==> src/design/rob_pkg.sv <==
`default_nettype none

package rob_pkg;

    // default reorder buffer size, power of two
    localparam int ROB_DEPTH_DEF = 16;
    localparam int ROB_IDX_W     = $clog2(ROB_DEPTH_DEF);

    typedef logic [ROB_IDX_W-1:0] rob_idx_t;   // entry index at default depth
    typedef logic [ROB_IDX_W:0]   rob_cnt_t;   // occupancy 0..depth

    // retire width, up to two per cycle
    localparam int RET_WIDTH = 2;

    typedef logic [$clog2(RET_WIDTH+1)-1:0] ret_cnt_t;   // 0, 1 or 2

endpackage

`default_nettype wire

==> src/design/cpu_types_pkg.sv <==
`default_nettype none

// widths shared across the whole core
package cpu_types_pkg;

    localparam int XLEN      = 32;   // data word and pc width
    localparam int NUM_AREGS = 32;
    localparam int NUM_PREGS = 64;

    localparam int AREG_W = $clog2(NUM_AREGS);
    localparam int PREG_W = $clog2(NUM_PREGS);

    typedef logic [XLEN-1:0]   word_t;   // result value
    typedef logic [XLEN-1:0]   pc_t;     // instruction address
    typedef logic [AREG_W-1:0] areg_t;   // architectural reg number
    typedef logic [PREG_W-1:0] preg_t;   // physical reg number

endpackage

`default_nettype wire
==> src/design/rob_buffer.sv <==
`timescale 1ns/1ps
`default_nettype none

module rob_buffer
    import cpu_types_pkg::*;
    import rob_pkg::*;
#(
    parameter int ROB_DEPTH = ROB_DEPTH_DEF
) (
    input  wire logic clk,
    input  wire logic rstn,

    // dispatch from rename
    input  wire logic  disp_valid,
    output logic       disp_ready,
    input  wire pc_t   disp_pc,
    input  wire areg_t disp_arch_reg,
    input  wire preg_t disp_dest_preg,
    input  wire preg_t disp_old_preg,

    // entries leaving at the head this cycle
    input  wire ret_cnt_t ret_count,

    // two oldest entries
    output logic  head0_valid,
    output pc_t   head0_pc,
    output areg_t head0_arch_reg,
    output preg_t head0_dest_preg,
    output preg_t head0_old_preg,
    output logic  head1_valid,
    output pc_t   head1_pc,
    output areg_t head1_arch_reg,
    output preg_t head1_dest_preg,
    output preg_t head1_old_preg
);

    localparam int IDX_W = $clog2(ROB_DEPTH);
    localparam int CNT_W = IDX_W + 1;

    typedef logic [IDX_W-1:0] idx_t;
    typedef logic [CNT_W-1:0] cnt_t;

    // entry payload
    pc_t   entry_pc   [ROB_DEPTH];
    areg_t entry_arch [ROB_DEPTH];
    preg_t entry_dest [ROB_DEPTH];
    preg_t entry_old  [ROB_DEPTH];

    idx_t head_ptr;
    idx_t tail_ptr;
    idx_t head1_ptr;
    cnt_t occupancy;
    logic disp_fire;

    // room left whenever not completely full
    assign disp_ready = (occupancy < cnt_t'(ROB_DEPTH));
    assign disp_fire  = disp_valid & disp_ready;

    assign head1_ptr = head_ptr + idx_t'(1);   // wraps with the index width

    // head view, validity from occupancy
    assign head0_valid     = (occupancy >= cnt_t'(1));
    assign head0_pc        = entry_pc[head_ptr];
    assign head0_arch_reg  = entry_arch[head_ptr];
    assign head0_dest_preg = entry_dest[head_ptr];
    assign head0_old_preg  = entry_old[head_ptr];

    assign head1_valid     = (occupancy >= cnt_t'(2));
    assign head1_pc        = entry_pc[head1_ptr];
    assign head1_arch_reg  = entry_arch[head1_ptr];
    assign head1_dest_preg = entry_dest[head1_ptr];
    assign head1_old_preg  = entry_old[head1_ptr];

    // entry write at the tail
    always_ff @(posedge clk) begin
        if (disp_fire) begin
            entry_pc[tail_ptr]   <= disp_pc;
            entry_arch[tail_ptr] <= disp_arch_reg;
            entry_dest[tail_ptr] <= disp_dest_preg;
            entry_old[tail_ptr]  <= disp_old_preg;
        end
    end

    // pointers and occupancy
    always_ff @(posedge clk or negedge rstn) begin
        if (!rstn) begin
            head_ptr  <= '0;
            tail_ptr  <= '0;
            occupancy <= '0;
        end else begin
            if (disp_fire) begin
                tail_ptr <= tail_ptr + idx_t'(1);
            end
            head_ptr  <= head_ptr + idx_t'(ret_count);
            // dispatch and retirement can land on the same edge
            occupancy <= occupancy + cnt_t'(disp_fire) - cnt_t'(ret_count);
        end
    end

endmodule

`default_nettype wire

==> config.mk <==
export PLATFORM = sky130hd
export DESIGN_NAME = rob_buffer
export DESIGN_NICKNAME = d
export VERILOG_FILES = /design/src/design/rob_pkg.sv /design/src/design/cpu_types_pkg.sv /design/src/design/rob_buffer.sv
export SDC_FILE = /design/constraint.sdc
export NUM_CORES = 1
export LEC_CHECK = 0
export CAP_MARGIN = 20
export CORE_MARGIN = 1.5
export CORE_UTILIZATION = 35
export CTS_CLUSTER_DIAMETER = 150
export DETAILED_ROUTE_END_ITERATION = 7
export DONT_BUFFER_PORTS = 1
export SLEW_MARGIN = 20
export SYNTH_ARGS = -nofsm -noshare
export SYNTH_HDL_FRONTEND = slang
export SYNTH_SLANG_ARGS = --single-unit
==> constraint.sdc <==
create_clock -name clk -period 3.3 [get_ports clk]
set_input_delay 0.33 -clock clk [delete_from_list [all_inputs] [get_ports clk]]
set_output_delay 0.33 -clock clk [all_outputs]
set_load 0.01 [all_outputs]
# Yosys cells after proc, flatten, opt, wreduce, memory -nomap -nowiden
# Memories as Yosys holds them, arrays and structs flattened.
# Index checks and enable logic that the tools add are counted.
classes:
  bitwise_logic: 1
  n_lt_le_gt_ge: 3
  n_mux: 2
  add_sub_neg: 5
op_table:
  columns: ["op", "n"]
  rows:
  - ["adder 4 x 1 -> 4 bit, second input constant", 2]
  - ["adder 5 x 1 -> 5 bit", 1]
  - [">= comparator 5 x 1 -> 1 bit, second input constant", 1]
  - [">= comparator 5 x 2 -> 1 bit, second input constant", 1]
  - ["< comparator 5 bit, second input constant", 1]
  - ["subtractor 5 x 2 -> 5 bit", 1]
  - ["adder 4 x 2 -> 4 bit", 1]
  - ["2-to-1 mux 1 bit", 2]
  - ["AND 1 bit", 1]
word_totals:
  n_memories: 4
  ff_bits: 13
  ram_bits: 784
  in_bits: 54
  output_inout_bits: 101
memory_table:
  columns: ["memory", "depth", "width", "rd", "rd_ports_with_merged_regs", "wr", "line_no", "rtl"]
  rows:
  - ["entry_pc", 16, 32, 2, 0, 1, "rob_buffer.sv:44", "pc_t entry_pc [ROB_DEPTH];"]
  - ["entry_dest", 16, 6, 2, 0, 1, "rob_buffer.sv:46", "preg_t entry_dest [ROB_DEPTH];"]
  - ["entry_old", 16, 6, 2, 0, 1, "rob_buffer.sv:47", "preg_t entry_old [ROB_DEPTH];"]
  - ["entry_arch", 16, 5, 2, 0, 1, "rob_buffer.sv:45", "areg_t entry_arch [ROB_DEPTH];"]

# Logic depth before layout (Yosys ltp)
# Gate-level depths: netlist of the first run.
logic_depth:
  depth_word: 4
  depth_mapped: 12
  ltp_nobuf: 11

# Least setup slack after synthesis of the first run
# OpenSTA, ideal clock, no wires.
synth_timing:
  path_type: "reg-to-reg"
  startpoint: "register occupancy[4]"
  endpoint: "memory entry_arch[10][0] (netlist name), enable pin"
  t_required_ns: 2.889
  setup_ns: 0.411
  arrival_ns: 2.274
  setup_slack_ns: 0.615
  path_stages_with_launch: 6
  n_path_buf: 1
  cell_sequence: "dfrtp_1 nor2b_1 clkbuf_1 inv_1 nor3b_1 and2_1"
synth_via:
  elab_chain_len: 4
synth_rtl:
  columns: ["item", "line_no", "rtl"]
  rows:
  - ["from (decl)", "rob_buffer.sv:52", "cnt_t occupancy;"]
  - ["from (signal assigned)", "rob_buffer.sv:96", "occupancy <= occupancy + cnt_t'(disp_fire) - cnt_t'(ret_count);"]
  - ["< comparator 5 bit", "rob_buffer.sv:56", "assign disp_ready = (occupancy < cnt_t'(ROB_DEPTH));"]
  - ["AND 1 bit", "rob_buffer.sv:57", "assign disp_fire = disp_valid & disp_ready;"]
  - ["2-to-1 mux 1 bit", "rob_buffer.sv:76", "if (disp_fire) begin"]
  - ["2-to-1 mux 1 bit (implied by the code)", "rob_buffer.sv:78", "entry_arch[tail_ptr] <= disp_arch_reg;"]
  - ["to (decl)", "rob_buffer.sv:45", null]
# Every way passes these cells.

# Worst setup path after layout of the first run
layout_timing:
  startpoint: "register head_ptr[0]"
  endpoint: "output port head1_pc[27]"
layout_via:
  elab_chain_len: 2
layout_rtl:
  columns: ["item", "line_no", "rtl"]
  rows:
  - ["from (decl)", "rob_buffer.sv:49", "idx_t head_ptr;"]
  - ["from (signal assigned)", "rob_buffer.sv:94", "head_ptr <= head_ptr + idx_t'(ret_count);"]
  - ["adder 4 x 1 -> 4 bit", "rob_buffer.sv:59", "assign head1_ptr = head_ptr + idx_t'(1);"]
  - ["memory read (16 x 32 bit)", null, null]
  - ["to (decl)", "rob_buffer.sv:31", "output pc_t head1_pc,"]
# Every way passes these cells.

==> impl_results.md, run 1 <==
* Area Overhead vs Synth at 17.1%
* Port bufs at 0
* Avg Vias per Cell at 5.97
* HPWL after DPL at 64100 um
* Fin Hold WS at 0.0686 ns
* CP dominant cell by count: buf_4
* Htree depth at 3
* Vias in the first global route at 22700
* Sequential cell area at 23900 um^2
* Vias at 21900
* Routed length per instance at 31.2 um
* Clock buffer depth at 3
* Top-area cell type share of the netlist area at 63.2%
* Max Cap Violations at 0
* Final ANT Viol Nets at 0
* Avg Cell Area, Syn at 18.1 um^2
* IO Pins at 155
* Least-Margin Pin Slew at 0.895 ns
* Worst Setup End Kind: primary output
* Mapped cell area at 37200 um^2
* Worst-path cell chain: ha_4, buf_4, bufbuf_16, mux4_2, nand3_1, nand4_1, buf_4
* Height of the die at 329 um
* Die Wd at 329 um
* Clk root buf: clkbuf_16
* Worst Path Arrival at 2.92 ns
* Area contributors post-synth: edfxtp_1, mux4_2, mux2i_1, nand3_1, a22oi_1
* WP data required at 2.97 ns
* Area of the multi-input gates at 12300 um^2
* Tcrit/Tclk final at 98.6%
* Floorplan core area at 105000 um^2
* Syn Inst Count at 2058
* # setup viols final at 0
* # DRC at 18
* Clock skew at 0.0168 ns
* Largest net degree at the start of global routing at 84
* Worst path max stage delay at 0.55 ns
* Dominant synthesized flop cell: edfxtp_1
* Final count of hold timing violations at 0
* LEAKAGE at 14.5 nW
* # rows at 119
* Async SR Flop Fraction at 1.63%
* Initial antenna violation count at 7
* RSZ-0062 raised after global routing: true
* Clk_lat worst skew at 0.68 ns
* DRT iter0 DRCs at 2247
* Count leader, synth: edfxtp_1
* Critical path fanouts, max at 20
* DRT Wirelength at 114000 um
* Total Routing Usage GR at 20.6%
* Worst supply voltage drop on vdd at 721 uV
* Worst path slowest cell: dfrtp_4
* EDFF count, synth at 784
* Cts bufs inserted at 89
* Slew HR at 40.2%
* Seq/Total Area, Yosys at 64.1%
* Minimum clock period at 3.25 ns
* R2r setup slk at 0.68 ns
* Design Power at 44.7 mW
* Layout cells sized above 1 at 27.6%
* Outcome: complete, but fails checks
* FF+latch count, synth at 797
* Num Clock Sinks at 797
* P per Cell Area at 1020 nW/um^2
* Reg clk slew, reported paths at 0.06 ns
* DIE AREA at 108000 um^2
* Slew Viols, Final at 0
* Failing checks: design-rule violations
* Mapped Nets at 2129
* Kind of start point of the critical path: flop
* Overflow left after global routing at 0
* Synth Warn # at 0
* Synth area leader: edfxtp_1
* CTS tree: built
* First-pass GRT wire length at 161000 um
* Netlist cell types at 40
* Top post-synthesis cells by count: edfxtp_1, mux4_2, nand3_1
* Fillers at 9270
* Type of the worst setup path: flop to primary output
* Final net count at 2267
* Drt first pass iters at 7
* Fmax at 307 MHz
* Initial Util at 35.3%
* Cell family with most CP delay: buffers and inverters
* Placer Congestion at 0.783
* CP bufs+invs at 3
* Tightest Hold Check Type: input pin to flop
worst register-to-register path, stage by stage (launching register included):
cell	delay (ns)
dfrtp_1	0.37
nor2b_1	0.16
buf_4	0.22
inv_1	0.19
nor3b_1	0.55
and2_4	0.53
buf_12	0.27
cells by family after synthesis:
kind of cell | after synthesis | synth area share (%)
DFF | 797 | 64.1
muxes | 523 | 23.9
and+or+nand+nor | 353 | 4.89
buffers and inverters | 187 | 3.18
AOI/OAI and AO/OA | 173 | 3.12
adders and majority gates | 17 | 0.611
xor gates and xnor gates | 8 | 0.188
registers in the layout (all words and copies together) (netlist names):
signal,flops
entry_arch,80
tail_ptr,4
entry_old,96
entry_dest,96
head_ptr,4
occupancy,5
entry_pc,512
metal layers:
metal  vias to the layer above  wire (um)  global-route usage (%)
li1                       8953          -                       -
met1                     11700      46700                    27.8
met2                      1052      55100                    33.6
met3                       195       9380                    4.21
met4                        10       2940                    6.34
met5                         -         57                       0
layout make-up:
class,count,area share [%]
clock inverters,50,1.09
clock buffers,116,5.50
well taps,1391,3.99
diodes,2,0.0115
repair buffers,216,6.30
flip-flops and latches,797,54.7
multi-input cells,1074,28.2
inverters,18,0.155
metrics by stage:
step / utilization [%] / cell area, um^2 / setup TNS [ns] / worst slack [ns] / cells
2_1_floorplan: - / 37200 / 0 / 0.615 / 2058
3_3_place_gp: 37.7 / 39700 / 0 / 0.516 / 3425
3_5_place_dp: 37.7 / 39700 / 0 / 0.525 / 3425
4_1_cts: 41.1 / 43400 / -0.332 / -0.0900 / 3652
5_1_grt: 41.4 / 43600 / -0.0261 / -0.0122 / 3663
6_report: 41.4 / 43600 / 0 / 0.0468 / 3664
final timing paths:
path,endpoint,cells after the start,from
max,head1_pc[27],7,head_ptr[0]
min,occupancy[0],3,ret_count[0]
max reg2reg,entry_pc[9][1],6,occupancy[4]
min reg2reg,occupancy[0],1,occupancy[0]
max in group asynchronous,head_ptr[3],1,rstn
min in group asynchronous,occupancy[0],1,rstn
report_power, final:
group | switching (mW) | leakage (nW) | total [mW] | internal [mW]
logic | 13.0 | 5.83 | 22.6 | 9.66
clock network | 4.09 | 1.41 | 9.79 | 5.70
registers | 0.410 | 7.21 | 12.3 | 11.9
total | 17.5 | 14.5 | 44.7 | 27.2
repair_timing:
item                                    CTS  global route
resized for setup                        10             9
pin swaps                                 2             2
setup buffers                             6             2
endpoints found under the hold margin   798             0
hold buffers                             51             0
gates cloned                              4             8
endpoints found under the setup margin   31            18
cell usage in the layout (no fill, tap or decap), drive strengths merged, types with 7 or more instances in the layout:
cell,n
edfxtp,784
mux4,294
nand3,230
mux2i,229
buf,154
clkbuf,124
a22oi,98
nand4,51
dlygate4sd3,51
nand2,40
clkinv,37
o21ai,34
inv,21
a21oi,19
and2,18
a31oi,16
ha,15
dfrtp,13
xnor2,7
bufinv,7
Note: power is estimated with default switching activity, not from simulation.
==> run 2, diff against run 1 <==
==> constraint.sdc (replaced) <==
create_clock -name clk -period 3.3 [get_ports clk]
set_input_delay 0.165 -clock clk [delete_from_list [all_inputs] [get_ports clk]]
set_output_delay 0.165 -clock clk [all_outputs]
set_load 0.01 [all_outputs]
==> run 2 against run 1 <==
Effect of this change:
- largest cell class unchanged
- final area decreased by 1.4%
- the flow still finishes with violations (design-rule violations)
- worst setup slack improved by 0.043 ns
- non-clock buffer count decreased by 44
- global-route usage decreased by 0.10 points
- worst hold slack improved by 0.024 ns
- utilization decreased by 0.60 points
- sequential share of layout area increased by 0.80 points
- sequential cell count unchanged
- cell count decreased by 1.6%
- critical path depth decreased by 1
==> impl_results.md, run 2 (same netlist as run 1, synthesis figures left out) <==
* Outcome: complete, but fails checks
* Failing checks: design-rule violations
* Tightest Hold Check Type: input pin to asynchronous set/reset pin
* Final net count at 2219
* Final count of hold timing violations at 0
* LEAKAGE at 14.1 nW
* WP data required at 3.13 ns
* # setup viols final at 0
* Die Wd at 329 um
* Worst path max stage delay at 0.60 ns
* CTS tree: built
* Htree depth at 3
* Worst-path cell chain: buf_12, buf_16, mux4_2, nand3_1, nand4_1, buf_4
* Largest net degree at the start of global routing at 89
* RSZ-0062 raised after global routing: false
* Fin Hold WS at 0.0928 ns
* Least-Margin Pin Slew at 0.919 ns
* Drt first pass iters at 7
* Reg clk slew, reported paths at 0.06 ns
* # rows at 119
* Routed length per instance at 31.1 um
* Area Overhead vs Synth at 15.4%
* Post-CTS Setup Inserts at 0
* Worst Setup End Kind: primary output
* P per Cell Area at 1010 nW/um^2
* Core Util, Final at 40.8%
* Vias in the first global route at 22700
* Placer Congestion at 0.754
* Largest regs: entry_pc: 512 flops, entry_dest: 96 flops, entry_old: 96 flops
* Cell family with most CP delay: buffers and inverters
* DRT Wirelength at 112000 um
* Kind of start point of the critical path: flop
* Layout cells sized above 1 at 26.2%
* Height of the die at 329 um
* Critical path fanouts, max at 35
* Initial Util at 35.3%
* Largest Register: entry_pc
* Slew Viols, Final at 0
* Final ANT Viol Nets at 0
* Type of the worst setup path: flop to primary output
* Vias at 21700
* Initial antenna violation count at 8
* Clk root buf: clkbuf_16
* Slew HR at 38.5%
* Overflow left after global routing at 0
* TNS Setup at 0 ns
* Tcrit/Tclk final at 97.3%
* Sequential cell area at 23900 um^2
* Worst path slowest cell: dfrtp_4
* Max Cap Violations at 0
* Leading cell type in the layout, fill and taps excluded: edfxtp_1
* Clk_lat worst skew at 0.66 ns
* Clock skew at 0.0178 ns
* Fmax at 312 MHz
* Design Power at 43.6 mW
* Minimum clock period at 3.21 ns
* HPWL after DPL at 63100 um
* IO Pins at 155
* Worst Path Arrival at 3.05 ns
* Worst supply voltage drop on vdd at 897 uV
* First-pass GRT wire length at 161000 um
* Total Routing Usage GR at 20.5%
* Cts bufs inserted at 85
* Clock buffer depth at 3
* Area of the multi-input gates at 12300 um^2
* DRT iter0 DRCs at 2438
* Port bufs at 0
* Avg Vias per Cell at 6.01
* # DRC at 9
* Largest register FFs at 512
* Num Clock Sinks at 797
* Most frequent cells in the layout: edfxtp_1, mux4_2, nand3_1
* DIE AREA at 108000 um^2
* CP bufs+invs at 3
* Floorplan core area at 105000 um^2
* Fillers at 9351
## run 2: metrics by stage
step / instances / worst slack [ns] / cell area [um^2]
2_1_floorplan: 2058 / 0.615 / 37200
3_3_place_gp: 3396 / 0.611 / 39400
3_5_place_dp: 3396 / 0.702 / 39400
4_1_cts: 3603 / -0.0115 / 42900
5_1_grt: 3607 / 0.0182 / 43000
6_report: 3607 / 0.0897 / 43000
## run 2: final timing paths
kind / startpoint / endpoint / slack (ns) / cells after the start
setup / recovery: head_ptr[0] / head1_dest_preg[2] / 0.09 / 6
hold / removal: rstn / head_ptr[0] / 0.09 / 1
setup reg to reg: occupancy[4] / occupancy[4] / 0.74 / 11
hold reg to reg: occupancy[0] / occupancy[0] / 0.54 / 1
max in group asynchronous: rstn / head_ptr[3] / 2.55 / 1
min in group clk: ret_count[0] / head_ptr[0] / 0.44 / 2
## run 2: worst reg2reg max path, stage by stage (launching register included)
cell	delay, ns
dfrtp_1	0.39
nor2b_1	0.40
inv_1	0.18
ha_1	0.31
inv_1	0.07
ha_1	0.16
inv_1	0.07
fa_1	0.46
inv_1	0.09
a21oi_1	0.06
o21bai_1	0.17
xnor2_1	0.13
## run 2: area by class of cell
class | count | area share, %
diodes | 1 | 0.00582
well taps | 1391 | 4.05
clock inverters | 57 | 1.66
repair buffers | 172 | 4.73
inverters | 18 | 0.157
flip-flops and latches | 797 | 55.5
multi-input cells | 1074 | 28.6
clock buffers | 97 | 5.25
## run 2: per-layer routing
metal  track usage (%)  vias up  part of all wire [%]
met3              4.32      173                   9.0
met1              27.9    11500                    40
met5                 0        -                 0.067
met4              6.51       12                   2.6
met2              33.0     1104                    48
li1                  -     8849                     -
## run 2: what timing repair did
action,in CTS,in global routing
gates cloned,0,3
hold buffers,53,0
pin swaps,0,1
endpoints found under the setup margin,8,32
hold endpoints to repair,806,0
resized for setup,1,4
## run 2: power by group
group,switching [mW],internal [mW]
sequential,0.464,11.9
combinational,12.5,8.58
clock,4.05,6.16
