--- src/design/rob_pkg.sv ---
`default_nettype none

package rob_pkg;

    // default reorder buffer size, power of two
    localparam int ROB_DEPTH_DEF = 16;
    localparam int ROB_IDX_W     = $clog2(ROB_DEPTH_DEF);

    typedef logic [ROB_IDX_W-1:0] rob_idx_t;   // entry index at default depth
    typedef logic [ROB_IDX_W:0]   rob_cnt_t;   // occupancy 0..depth

    // retire width, up to two per cycle
    localparam int RET_WIDTH = 2;

    typedef logic [$clog2(RET_WIDTH+1)-1:0] ret_cnt_t;   // 0, 1 or 2

endpackage

`default_nettype wire

--- src/design/cpu_types_pkg.sv ---
`default_nettype none

// widths shared across the whole core
package cpu_types_pkg;

    localparam int XLEN      = 32;   // data word and pc width
    localparam int NUM_AREGS = 32;
    localparam int NUM_PREGS = 64;

    localparam int AREG_W = $clog2(NUM_AREGS);
    localparam int PREG_W = $clog2(NUM_PREGS);

    typedef logic [XLEN-1:0]   word_t;   // result value
    typedef logic [XLEN-1:0]   pc_t;     // instruction address
    typedef logic [AREG_W-1:0] areg_t;   // architectural reg number
    typedef logic [PREG_W-1:0] preg_t;   // physical reg number

endpackage

`default_nettype wire
--- src/design/retire_unit.sv ---
`timescale 1ns/1ps
`default_nettype none

module retire_unit
    import cpu_types_pkg::*;
    import rob_pkg::*;
(
    input  wire logic clk,
    input  wire logic rstn,

    // oldest two entries from the buffer
    input  wire logic  head0_valid,
    input  wire pc_t   head0_pc,
    input  wire areg_t head0_arch_reg,
    input  wire preg_t head0_dest_preg,
    input  wire preg_t head0_old_preg,
    input  wire logic  head1_valid,
    input  wire pc_t   head1_pc,
    input  wire areg_t head1_arch_reg,
    input  wire preg_t head1_dest_preg,
    input  wire preg_t head1_old_preg,

    // ready table lookups
    input  wire logic [NUM_PREGS-1:0] preg_ready,
    output preg_t                     rd0_preg,
    output preg_t                     rd1_preg,
    input  wire word_t                rd0_value,
    input  wire word_t                rd1_value,

    output ret_cnt_t ret_count,

    // registered retirement, slot 0 is older
    output logic  ret0_valid,
    output pc_t   ret0_pc,
    output areg_t ret0_arch_reg,
    output word_t ret0_value,
    output preg_t ret0_free_preg,
    output logic  ret1_valid,
    output pc_t   ret1_pc,
    output areg_t ret1_arch_reg,
    output word_t ret1_value,
    output preg_t ret1_free_preg
);

    logic head0_go;
    logic head1_go;

    assign rd0_preg = head0_dest_preg;
    assign rd1_preg = head1_dest_preg;

    // in order: head1 only behind a retiring head0
    assign head0_go = head0_valid & preg_ready[head0_dest_preg];
    assign head1_go = head0_go & head1_valid & preg_ready[head1_dest_preg];

    always_comb begin
        if (head1_go) begin
            ret_count = ret_cnt_t'(2);
        end else if (head0_go) begin
            ret_count = ret_cnt_t'(1);
        end else begin
            ret_count = ret_cnt_t'(0);
        end
    end

    always_ff @(posedge clk or negedge rstn) begin
        if (!rstn) begin
            ret0_valid     <= 1'b0;
            ret0_pc        <= '0;
            ret0_arch_reg  <= '0;
            ret0_value     <= '0;
            ret0_free_preg <= '0;
            ret1_valid     <= 1'b0;
            ret1_pc        <= '0;
            ret1_arch_reg  <= '0;
            ret1_value     <= '0;
            ret1_free_preg <= '0;
        end else begin
            ret0_valid <= head0_go;
            ret1_valid <= head1_go;
            if (head0_go) begin
                ret0_pc        <= head0_pc;
                ret0_arch_reg  <= head0_arch_reg;
                ret0_value     <= rd0_value;
                ret0_free_preg <= head0_old_preg;   // mapping being replaced
            end
            if (head1_go) begin
                ret1_pc        <= head1_pc;
                ret1_arch_reg  <= head1_arch_reg;
                ret1_value     <= rd1_value;
                ret1_free_preg <= head1_old_preg;
            end
        end
    end

endmodule

`default_nettype wire

--- config.mk ---
export PLATFORM = sky130hd
export DESIGN_NAME = retire_unit
export DESIGN_NICKNAME = d
export VERILOG_FILES = /design/src/design/rob_pkg.sv /design/src/design/cpu_types_pkg.sv /design/src/design/retire_unit.sv
export SDC_FILE = /design/constraint.sdc
export NUM_CORES = 1
export LEC_CHECK = 0
export BUFFER_PORTS_ARGS = -buffer_cell sky130_fd_sc_hd__buf_4
export CORE_MARGIN = 2
export CORE_UTILIZATION = 30
export DETAILED_ROUTE_END_ITERATION = 7
export GPL_TIMING_DRIVEN = 0
export PLACE_DENSITY = 0.63
export SYNTH_ARGS = -nofsm -noshare
export SYNTH_HDL_FRONTEND = slang
export SYNTH_SLANG_ARGS = --single-unit
--- constraint.sdc ---
create_clock -name clk -period 6.5 [get_ports clk]
set_clock_uncertainty 0.05 [all_clocks]
set_input_delay 1.95 -clock clk [delete_from_list [all_inputs] [get_ports clk]]
set_output_delay 1.95 -clock clk [all_outputs]
set_load 0.05 [all_outputs]
After elaboration in Yosys (flattened, before gate mapping)
Cells that the tools add are included.
{ "word_totals": {"latchBits": 0, "romBits": 0, "out_inout_bits": 166, "ramBits": 0, "regBits": 152, "n_memories": 0} }
{ "classes": {"bitwise_logic": 3, "magnitude_cmp": 2, "div": 0, "n_addsub": 0, "n_eq_ne": 0, "shifts": 0, "n_mux": 6, "n_mul": 0, "reduce_logical": 0} }
{ "ops": {"columns": ["operator", "count"], "rows": [
  ["$lt A6 B7 Y1 const B", 2],
  ["$bmux W1 S6", 2],
  ["$and A1 B1 Y1", 3],
  ["$mux W1", 3],
  ["$mux W2", 1]
]} }

Logic depth before layout (Yosys ltp)
Gate-level depths: netlist of run 1.
{ "depth": {"depth_word": 6, "mapped_depth": 10, "mapped_depth_nobuf": 6} }

Worst setup path before layout of run 1
No wires, ideal clock.
{ "synth_timing": {"kind": "in2out", "start": "input head0_dest_preg[0]", "end": "output ret_count[0]", "path_slack_ps": 454, "path_stages": 10, "arrival_ps": 4046, "cell_sequence": "buf_4 buf_6 mux4_2 mux2i_1 a22oi_1 a22oi_2 buf_2 buf_2 inv_1 and3_1"} }
{ "synth_between": {"elab_chain_cells": 6, "elab_cells_between_ends": 7, "classes_between": "mux (4); bitwise (3)"} }
{ "synth_rtl": {"columns": ["item", "line", "rtl"], "rows": [
  ["from (decl)", "retire_unit.sv:15", "input wire preg_t head0_dest_preg,"],
  ["$bmux W1 S6 (*)", "retire_unit.sv:52", "assign head0_go = head0_valid & preg_ready[head0_dest_preg];"],
  ["$mux W1 (not written as such) (*)", "retire_unit.sv:52", null],
  ["$and A1 B1 Y1 (*)", "retire_unit.sv:52", null],
  ["net head0_go", "retire_unit.sv:45", "logic head0_go;"],
  ["$and A1 B1 Y1 (2 in series)", "retire_unit.sv:53", "assign head1_go = head0_go & head1_valid & preg_ready[head1_dest_preg];"],
  ["$mux W2 (*)", "retire_unit.sv:56", "if (head1_go) begin"],
  ["to (decl)", "retire_unit.sv:30", "output ret_cnt_t ret_count,"]
]} }
Mark *: on every way through the listed nets, which the timed path passes. The rest lies on a longest branch. The select of a mux whose other input is x is not followed.

Worst setup path in the final report of run 1
{ "layout_timing": {"start": "input head1_dest_preg[1]", "end": "output ret_count[1]"} }
{ "layout_between": {"elab_chain_cells": 4} }
{ "layout_rtl": {"columns": ["item", "line", "rtl"], "rows": [
  ["from (decl)", "retire_unit.sv:20", "input wire preg_t head1_dest_preg,"],
  ["$bmux W1 S6", "retire_unit.sv:53", null],
  ["$mux W1 (not written as such)", "retire_unit.sv:53", null],
  ["$and A1 B1 Y1", "retire_unit.sv:53", null],
  ["net head1_go", "retire_unit.sv:46", "logic head1_go;"],
  ["$mux W2", "retire_unit.sv:56", null]
]} }
The timed path passes the listed nets, and every way through them passes these cells. The select of a mux whose other input is x is not followed.

==> metrics, run 1 <==
result of the run complete, no violations; final-report hold violation count 0; uppermost layer routed met4; initial core utilization 30.36%; highest attainable clock frequency 157.4 MHz; post-DP HPWL 16920 microns; Die X 154.9 microns; maximum fanout along the worst path 11; DR WL met3 1669 microns; cell area after synthesis 0.006832 sq mm; Fill cells 2086; cells on worst reg2reg path 1; register-to-register setup slack 5.63 ns; Final period util 97.74%; CP startpoint kind primary input; Min-Delay Endpoint ret1_value[28]$_DFFE_PN0P_; port bufs 389; number of clock sinks 152; clock root cell clkbuf_16; number of cell rows 55; largest area contributor in the synthesized netlist dfrtp_1; detailed-route wire length on metal 1 7642 microns; leading post-synthesis cells by cell area dfrtp_1, mux2_2, mux4_2; Post-DRT Antenna Nets 0; slew at the pin with the worst max-slew slack 0.5024 ns; setup total negative slack 0 ns; count of distinct cell types in the synthesized netlist 33; layout overhead on the synthesized area 57.60%; Slew Limit Fails 0; data required time of the critical path 4.50 ns; number of global-route vias before repair 5525; signal arrival time at the worst endpoint 4.35 ns; flip-flop and latch count after synthesis 152; global placement routability congestion 0.7928; global-route wire length before repair 31190 microns; proportion of register bits with asynchronous set or reset after synthesis 100.0%; minimum hold slack 0.4393 ns; via count 5245; drt first pass iters 4; area used by multi-input combinational logic 0.002764 sq mm; Antenna Diode Count 0; DRT iter0 DRCs 163; commonest cells after routing, fill and taps aside buf_4, dfrtp_1, mux2_2; number of instances on the worst hold path 1; total length of routed met2 wires 11450 microns; Post-synth EDFFs 0; Synth Flop Type dfrtp_1; later-pin clock latency in the skew report 0.42 ns; proportion of layout cells with a drive suffix above 1 71.95%; final critical-path required period 6.353 ns; total power after layout 4.788 mW; die height 154.9 microns; post-layout net count 1062; Crit. End Element primary output; reg-to-reg critical path startpoint ret1_arch_reg[1]$_DFFE_PN0P_; number of clock buffers inserted by TritonCTS 17; Setup Crit Path Kind primary input to primary output; proportion of synthesized chip area in sequential cells 55.68%; final global-route overflow total 0; Min-Delay Path Class register to register; DR vias/cell 4.642; Clock Tree Buf Depth 2; final wirelength 21140 microns; Max H-tree Level 4; power density cells 444.7 mW/mm^2; maximum number of pins on one net before global-route repair 99; post-synth top area share 55.68%; headroom to the max-slew limit 66.51%; clock slew at reported path FFs 0.06 ns; syn nets 653; post-synthesis area per instance 16.15 sq um; max-capacitance violation count 0; total DRC errors in the routed layout 0; Final WS setup 0.1468 ns; IR Drop Worst-Case VDD 0.1716 mV; TritonCTS clock tree yes; detailed-route wire length per cell 18.70 microns; leading cell type in the layout, fill and taps excluded buf_4; antenna violations before repair 0; reg2reg end ret1_arch_reg[1]$_DFFE_PN0P_; LEAKAGE 5.137 nW; hold wc startpoint ret1_value[28]$_DFFE_PN0P_; die footprint 0.02400 sq mm; Register Area 0.003804 sq mm; pre-CTS worst setup slack -0.4616 ns; count of yosys warnings during synthesis 0; number of endpoints failing setup at the final stage 0; aggregate global-route resource usage 17.27%; Mapped Cells 423; number of top-level design ports 396; core area 0.02250 sq mm; unrepaired setup endpoints after global routing false
## stage by stage
stage | std cells | utilization (%) | area (sq um)
2_1_floorplan | 423 | - | 6832
3_3_place_gp | 1097 | 44.92 | 10110
3_5_place_dp | 1098 | 45.08 | 10140
4_1_cts | 1131 | 47.83 | 10760
5_1_grt | 1130 | 47.85 | 10770
6_report | 1130 | 47.85 | 10770
## cell families (layout without fill, tap and decap cells)
logic type / Yosys count / after routing / share of synthesized area [%]
flops: 152 / 152 / 55.68
buf+inv: 43 / 465 / 4.029
compound gates: 15 / 15 / 1.923
simple gates: 19 / 19 / 1.630
mux: 194 / 194 / 36.74
## synth_stat cells (2+ instances only)
cell type and instances:
a221oi_1 2, a22oi_1 3, buf_2 16, buf_4 15, buf_6 5, clkbuf_1 3
dfrtp_1 152, inv_1 3, mux2_1 39, mux2_2 115, mux2i_1 10, mux4_2 30
nand2_1 2, nand2b_1 4, nor2_1 2, nor2b_1 4, o22ai_1 2
## final cells by class
type / count / share of cell area (%)
flip-flops and latches: 152 / 35.33
repair buffers: 391 / 27.52
multi-input cells: 228 / 25.67
clock buffers: 18 / 4.079
well taps: 285 / 3.312
plain buffers: 39 / 2.557
clock inverters: 14 / 1.429
inverters: 3 / 0.1046
## metal layers
metal / track usage, % / vias up
met5: 0 / -
met4: 5.688 / 0
met3: 4.875 / 18
met2: 32.55 / 260
met1: 18.51 / 2577
li1: - / 2390
## critical path, cell delays in order
cell       delay (ns)
buf_2            0.28
buf_4            0.27
mux4_2           0.35
mux2i_1          0.20
o2bb2ai_1        0.11
o311ai_2         0.34
a21oi_4          0.16
buf_4            0.22
buf_6            0.16
buf_4            0.13
buf_4            0.18
## power breakdown
part	internal [mW]	total [mW]	switching [mW]
Sequential	1.27	1.43	0.159
Clock	0.556	0.999	0.443
Combinational	0.794	2.36	1.57
## how the worst max path moves through the flow
| stage | from | end | slack (ns) | cells after the start |
|---|---|---|---|---|
| after CTS | head1_dest_preg[0] | ret_count[1] | 0.05 | 11 |
| after floorplan | head0_dest_preg[0] | ret_count[0] | 0.45 | 10 |
| after detailed placement | head0_dest_preg[2] | ret_count[1] | -0.46 | 10 |
| after global routing | head1_dest_preg[1] | ret_count[1] | 0.007 | 11 |
| after global placement | head0_dest_preg[2] | ret_count[1] | -0.51 | 10 |
| final | head1_dest_preg[1] | ret_count[1] | 0.15 | 11 |
## what timing repair did
action,in CTS,in global routing
gates resized for setup,6,4
setup endpoints to repair,2,2
buffers inserted,1,0
pin swaps,1,1
hold buffers,0,0
Power figures use the tool's default switching activity.
==> run 2, diff against run 1 <==
- CELL_PAD_IN_SITES_DETAIL_PLACEMENT: unset -> 0
- CELL_PAD_IN_SITES_GLOBAL_PLACEMENT: unset -> 1
- CORE_ASPECT_RATIO: unset -> 0.7
- PLACE_DENSITY: 0.63 -> 0.78
==> run 2 against run 1 <==
- combinational power is essentially flat
- non-clock buffer count rose by 2
- global-route usage increased by 0.53 points
- utilization rose by 0.38 points
- critical path depth down 1
- power up 0.96%
- clock power increased by 4%
- first-iteration DRC count rose by 43%
- worst hold slack got worse by 0.0042 ns
- via count hardly changed
- flip-flop and latch count stayed put
- critical endpoint unchanged
- highest routed layer unchanged
==> metrics, run 2 (synthesis gave the netlist of run 1 again) <==
count of hold-fix buffers inserted at cts 0; number of clock sinks 152; leading cell type in the layout, fill and taps excluded buf_4; clock root cell clkbuf_16; Clock Tree Buf Depth 2; cell internal pwr 2.697 mW; switching part of the total power 44.21%; number of placed instances with taps included 1125; final standard cell count with taps included and fillers excluded 1159; cells on worst reg2reg path 1; final core utilization 48.23%; CP startpoint kind primary input; register-to-register setup slack 5.64 ns; Slew Limit Fails 0; number of endpoints failing setup at the final stage 0; unrepaired setup endpoints after global routing false; LEAKAGE 5.140 nW; number of clock buffers inserted by TritonCTS 17; power share of the clock group 21.5%; die footprint 0.02401 sq mm; DR vias/cell 4.529; IR Drop Worst-Case VDD 0.3530 mV; part of the total power dissipated in sequential elements 29.6%; layout overhead on the synthesized area 58.86%; clock slew at reported path FFs 0.06 ns; post-DP HPWL 17430 microns; via count 5249; series of cell instances along the critical path buf_2, mux4_2, mux2_2, o2bb2ai_1, o311ai_2, a21oi_2, buf_4, buf_6, buf_4, buf_4; highest attainable clock frequency 157.6 MHz; drt first pass iters 4; Critical-path top delay cell mux4_2; max-capacitance violation count 0; die height 130.3 microns; maximum number of pins on one net before global-route repair 86; final wirelength 21670 microns; maximum fanout along the worst path 11; Top delay family on crit path buffers and inverters; Antenna Diode Count 0; number of global-route vias before repair 5442; result of the run complete, no violations; initial core utilization 30.36%; post-layout net count 1064; data required time of the critical path 4.50 ns; power density cells 445.4 mW/mm^2; delay of the slowest cell on the worst path 0.56 ns; Post-DRT Antenna Nets 0; Min-Delay Path Class register to register; reg2reg end ret1_pc[20]$_DFFE_PN0P_; Sw Pwr 2.137 mW; total power after layout 4.834 mW; final-report hold violation count 0; Final period util 97.60%; Max H-tree Level 4; proportion of layout cells with a drive suffix above 1 72.26%; number of cell rows 46; later-pin clock latency in the skew report 0.42 ns; number of instances on the worst hold path 1; antenna violations before repair 0; hold wc startpoint ret1_arch_reg[0]$_DFFE_PN0P_; detailed-route wire length per cell 18.70 microns; final critical-path required period 6.344 ns; Bufs and invs on worst path 5; most common cell type on the critical path buf_4; slew at the pin with the worst max-slew slack 0.5327 ns; number of top-level design ports 396; Crit. End Element primary output; Setup Crit Path Kind primary input to primary output; core area 0.02250 sq mm; DRT iter0 DRCs 233; Die X 184.4 microns; port bufs 389; final global-route overflow total 0; combinational power share 48.9%; signal arrival time at the worst endpoint 4.34 ns; Min-Delay Endpoint ret1_arch_reg[0]$_DFFE_PN0P_; global-route wire length before repair 31800 microns; commonest cells after routing, fill and taps aside buf_4, dfrtp_1, mux2_2; global placement routability congestion 0.8585; reg-to-reg critical path startpoint ret1_pc[20]$_DFFE_PN0P_; TritonCTS clock tree yes; total DRC errors in the routed layout 0; headroom to the max-slew limit 64.49%; aggregate global-route resource usage 17.80%
run 2: worst max path at each step:
stage / start / endpoint / slack [ns] / cells after the start
after detailed placement: head0_dest_preg[0] / ret_count[0] / -0.35 / 11
after global routing: head1_dest_preg[0] / ret_count[1] / 0.002 / 11
after global placement: head0_dest_preg[0] / ret_count[0] / -0.37 / 11
after floorplan: head0_dest_preg[0] / ret_count[0] / 0.45 / 10
after CTS: head1_dest_preg[0] / ret_count[1] / 0.03 / 11
final: head1_dest_preg[0] / ret_count[1] / 0.16 / 10
run 2: timing repair:
| item | CTS | global route |
|---|---|---|
| gates resized for setup | 7 | 9 |
| buffers inserted | 1 | 1 |
| pin swaps | 1 | 1 |
| endpoints found under the setup margin | 2 | 2 |
run 2: layout make-up:
cell class | count | area [sq um]
Fill cell | 2025 | 11650
Sequential cell | 152 | 3804
Timing Repair Buffer | 392 | 2970
Multi-Input combinational cell | 228 | 2768
Clock buffer | 20 | 456.7
Tap cell | 312 | 390.4
Buffer | 40 | 290.3
Clock inverter | 12 | 162.7
Inverter | 3 | 11.26
run 2: per-layer routing:
metal | wire length, microns | global-route usage [%]
met5 | 0 | 0
met4 | 302 | 5.271
met3 | 2130 | 6.698
met2 | 10250 | 28.08
met1 | 8984 | 22.93
run 2: stage by stage:
stage / hold WS (ns) / instance area, sq um / TNS [ns] / setup WS [ns]
3_3_place_gp: 0.4200 / 10140 / -0.6038 / -0.3729
5_1_grt: 0.4473 / 10850 / 0 / 0.001776
2_1_floorplan: 0.7781 / 6832 / 0 / 0.4536
4_1_cts: 0.4398 / 10830 / 0 / 0.03383
6_report: 0.4352 / 10850 / 0 / 0.1560
3_5_place_dp: 0.4262 / 10180 / -0.5320 / -0.3464
run 2: power groups by stage:
stage,combinational (mW),clock [mW],sequential [mW]
floorplan,0.395,0,2.59
global placement,2.36,0,1.44
detailed placement,2.38,0,1.45
CTS,2.38,1.07,1.43
global route,2.46,1.12,1.48
finish,2.36,1.04,1.43
==> run 3, diff against run 2 <==
- ABC_AREA: unset -> 1
- PLACE_DENSITY: 0.78 -> 0.82
- SKIP_CTS_REPAIR_TIMING: unset -> 1
==> run 3 against run 2 <==
- critical path type unchanged
- critical endpoint unchanged
- sequential share of layout area is 2.9 points lower
- critical path depth is 1 higher
- largest power group unchanged
- flip-flop and latch count stayed put
- non-clock buffer count is 40 higher
- count of clock-buffer cells in the layout stayed put
- design area is 9.1% higher
==> metrics, run 3 <==
result of the run complete, no violations; clock root cell clkbuf_16; leading post-synthesis cells by cell area dfrtp_1, nand2_1, nand3_1; syn nets 1269; maximum number of pins on one net before global-route repair 113; final wirelength 32350 microns; area used by multi-input combinational logic 0.003229 sq mm; later-pin clock latency in the skew report 0.42 ns; Bufs and invs on worst path 5; slew at the pin with the worst max-slew slack 0.6480 ns; number of global-route vias before repair 8032; commonest cells after routing, fill and taps aside nand2_1, buf_4, nand3_1; register-to-register setup slack 5.69 ns; final-report hold violation count 0; Post-synth EDFFs 0; LEAKAGE 6.528 nW; Die X 197.8 microns; highest attainable clock frequency 157.6 MHz; post-synthesis area per instance 7.594 sq um; number of top-level design ports 396; total DRC errors in the routed layout 0; instance area after placement 0.01126 sq mm; proportion of layout cells with a drive suffix above 1 33.70%; final critical-path required period 6.346 ns; Clock Tree Buf Depth 2; Post-DRT Antenna Nets 0; global placement routability congestion 0.9924; setup total negative slack 0 ns; post-DP HPWL 25310 microns; Final period util 97.63%; number of clock sinks 152; max-capacitance violation count 0; count of yosys warnings during synthesis 0; CP startpoint kind primary input; global-route wire length before repair 49020 microns; series of cell instances along the critical path clkbuf_1, inv_1, nand3_1, nand3_1, nand3_1, nand3_1, nand3_2, clkbuf_1, nor2_1, buf_4, buf_4; final standard cell count with taps included and fillers excluded 1788; most common cell type on the critical path nand3_1; Antenna Diode Count 0; Final Cell Area 0.01184 sq mm; headroom to the max-slew limit 56.80%; die footprint 0.02763 sq mm; proportion of register bits with asynchronous set or reset after synthesis 100.0%; die height 139.7 microns; Synth Flop Type dfrtp_1; detailed-route wire length per cell 18.09 microns; aggregate global-route resource usage 23.43%; final global-route overflow total 0; Crit. End Element primary output; core area 0.02575 sq mm; Slew Limit Fails 0; Min-Delay Path Class register to register; number of placed instances with taps included 1760; drt first pass iters 6; Max H-tree Level 4; synth cell count leaders nand2_1, nand3_1, dfrtp_1, inv_1, o21bai_1; DR vias/cell 4.689; count of distinct cell types in the synthesized netlist 17; cell area after synthesis 0.007890 sq mm; power density cells 394.8 mW/mm^2; layout overhead on the synthesized area 50.00%; Mapped Cells 1039; cell with the most instances after synthesis nand2_1; via count 8384; IR Drop Worst-Case VDD 0.2190 mV; delay of the slowest cell on the worst path 0.46 ns; signal arrival time at the worst endpoint 4.35 ns; port bufs 389; Top delay family on crit path buffers and inverters; leading cell type in the layout, fill and taps excluded nand2_1; unrepaired setup endpoints after global routing false; post-layout net count 1677; Setup Crit Path Kind primary input to primary output; largest area contributor in the synthesized netlist dfrtp_1; Register Area 0.003804 sq mm; number of endpoints failing setup at the final stage 0; flip-flop and latch count after synthesis 152; minimum hold slack 0.4312 ns; total power after layout 4.672 mW; maximum fanout along the worst path 10; post-synth top area share 48.21%; number of cell rows 49; Fill cells 2637; DRT iter0 DRCs 584; clock slew at reported path FFs 0.06 ns; data required time of the critical path 4.50 ns; number of clock buffers inserted by TritonCTS 17; initial core utilization 30.64%; proportion of synthesized chip area in sequential cells 48.21%; TritonCTS clock tree yes; Critical-path top delay cell clkbuf_1; antenna violations before repair 1
[run 3: layout make-up]
| cell class | instances | share of cell area (%) |
|---|---|---|
| Clock inverter | 9 | 1.078 |
| Timing Repair Buffer | 390 | 24.97 |
| Buffer | 82 | 4.461 |
| Sequential cell | 152 | 32.14 |
| Multi-Input combinational cell | 716 | 27.29 |
| Clock buffer | 20 | 3.774 |
| Tap cell | 331 | 3.499 |
| Inverter | 88 | 2.791 |
[run 3: per-layer routing]
layer	GRT usage, %	up-vias	wire length (microns)
met5	0	-	0
met2	34.93	308	14410
met1	33.73	3980	14760
li1	-	4061	-
met3	6.253	35	2626
met4	5.501	0	548
[run 3: path summary, 6_finish.rpt]
kind                                                 start                          to  cells after the start
worst min-delay path            ret0_value[31]$_DFFE_PN0P_  ret0_value[31]$_DFFE_PN0P_                      2
min in group asynchronous                             rstn  ret0_value[11]$_DFFE_PN0P_                      1
worst max-delay path                    head1_dest_preg[2]                ret_count[1]                     11
worst max register to register     ret1_pc[24]$_DFFE_PN0P_     ret1_pc[24]$_DFFE_PN0P_                      3
worst min register to register  ret0_value[31]$_DFFE_PN0P_  ret0_value[31]$_DFFE_PN0P_                      2
max in group asynchronous                             rstn     ret1_pc[23]$_DFFE_PN0P_                      2
[run 3: worst min-delay path: cells and delay by family, from the launching register on]
family / cells / cell delay (ns)
AND/OR/NAND/NOR: 2 / 0.10
flip-flops: 1 / 0.34
[run 3: through the flow]
step                      setup WS [ns]  util [%]
after floorplan                  0.5980         -
after global placement          -0.3111     43.59
after detailed placement        -0.2683     43.73
after CTS                       -0.2671     45.96
after global routing            0.02641     45.96
final                            0.1541     45.96
[run 3: power by group]
| part | total (mW) | internal [mW] | leakage [nW] | switching [mW] |
|---|---|---|---|---|
| Sequential | 1.39 | 1.23 | 1.87 | 0.163 |
| Clock | 0.994 | 0.605 | 0.274 | 0.389 |
| Combinational | 2.29 | 0.707 | 4.39 | 1.58 |
| Total | 4.67 | 2.54 | 6.53 | 2.13 |
[run 3: cell families after synthesis]
group	synth area share [%]
buf+inv	10.93
flops	48.21
simple gates	33.62
compound gates	7.247
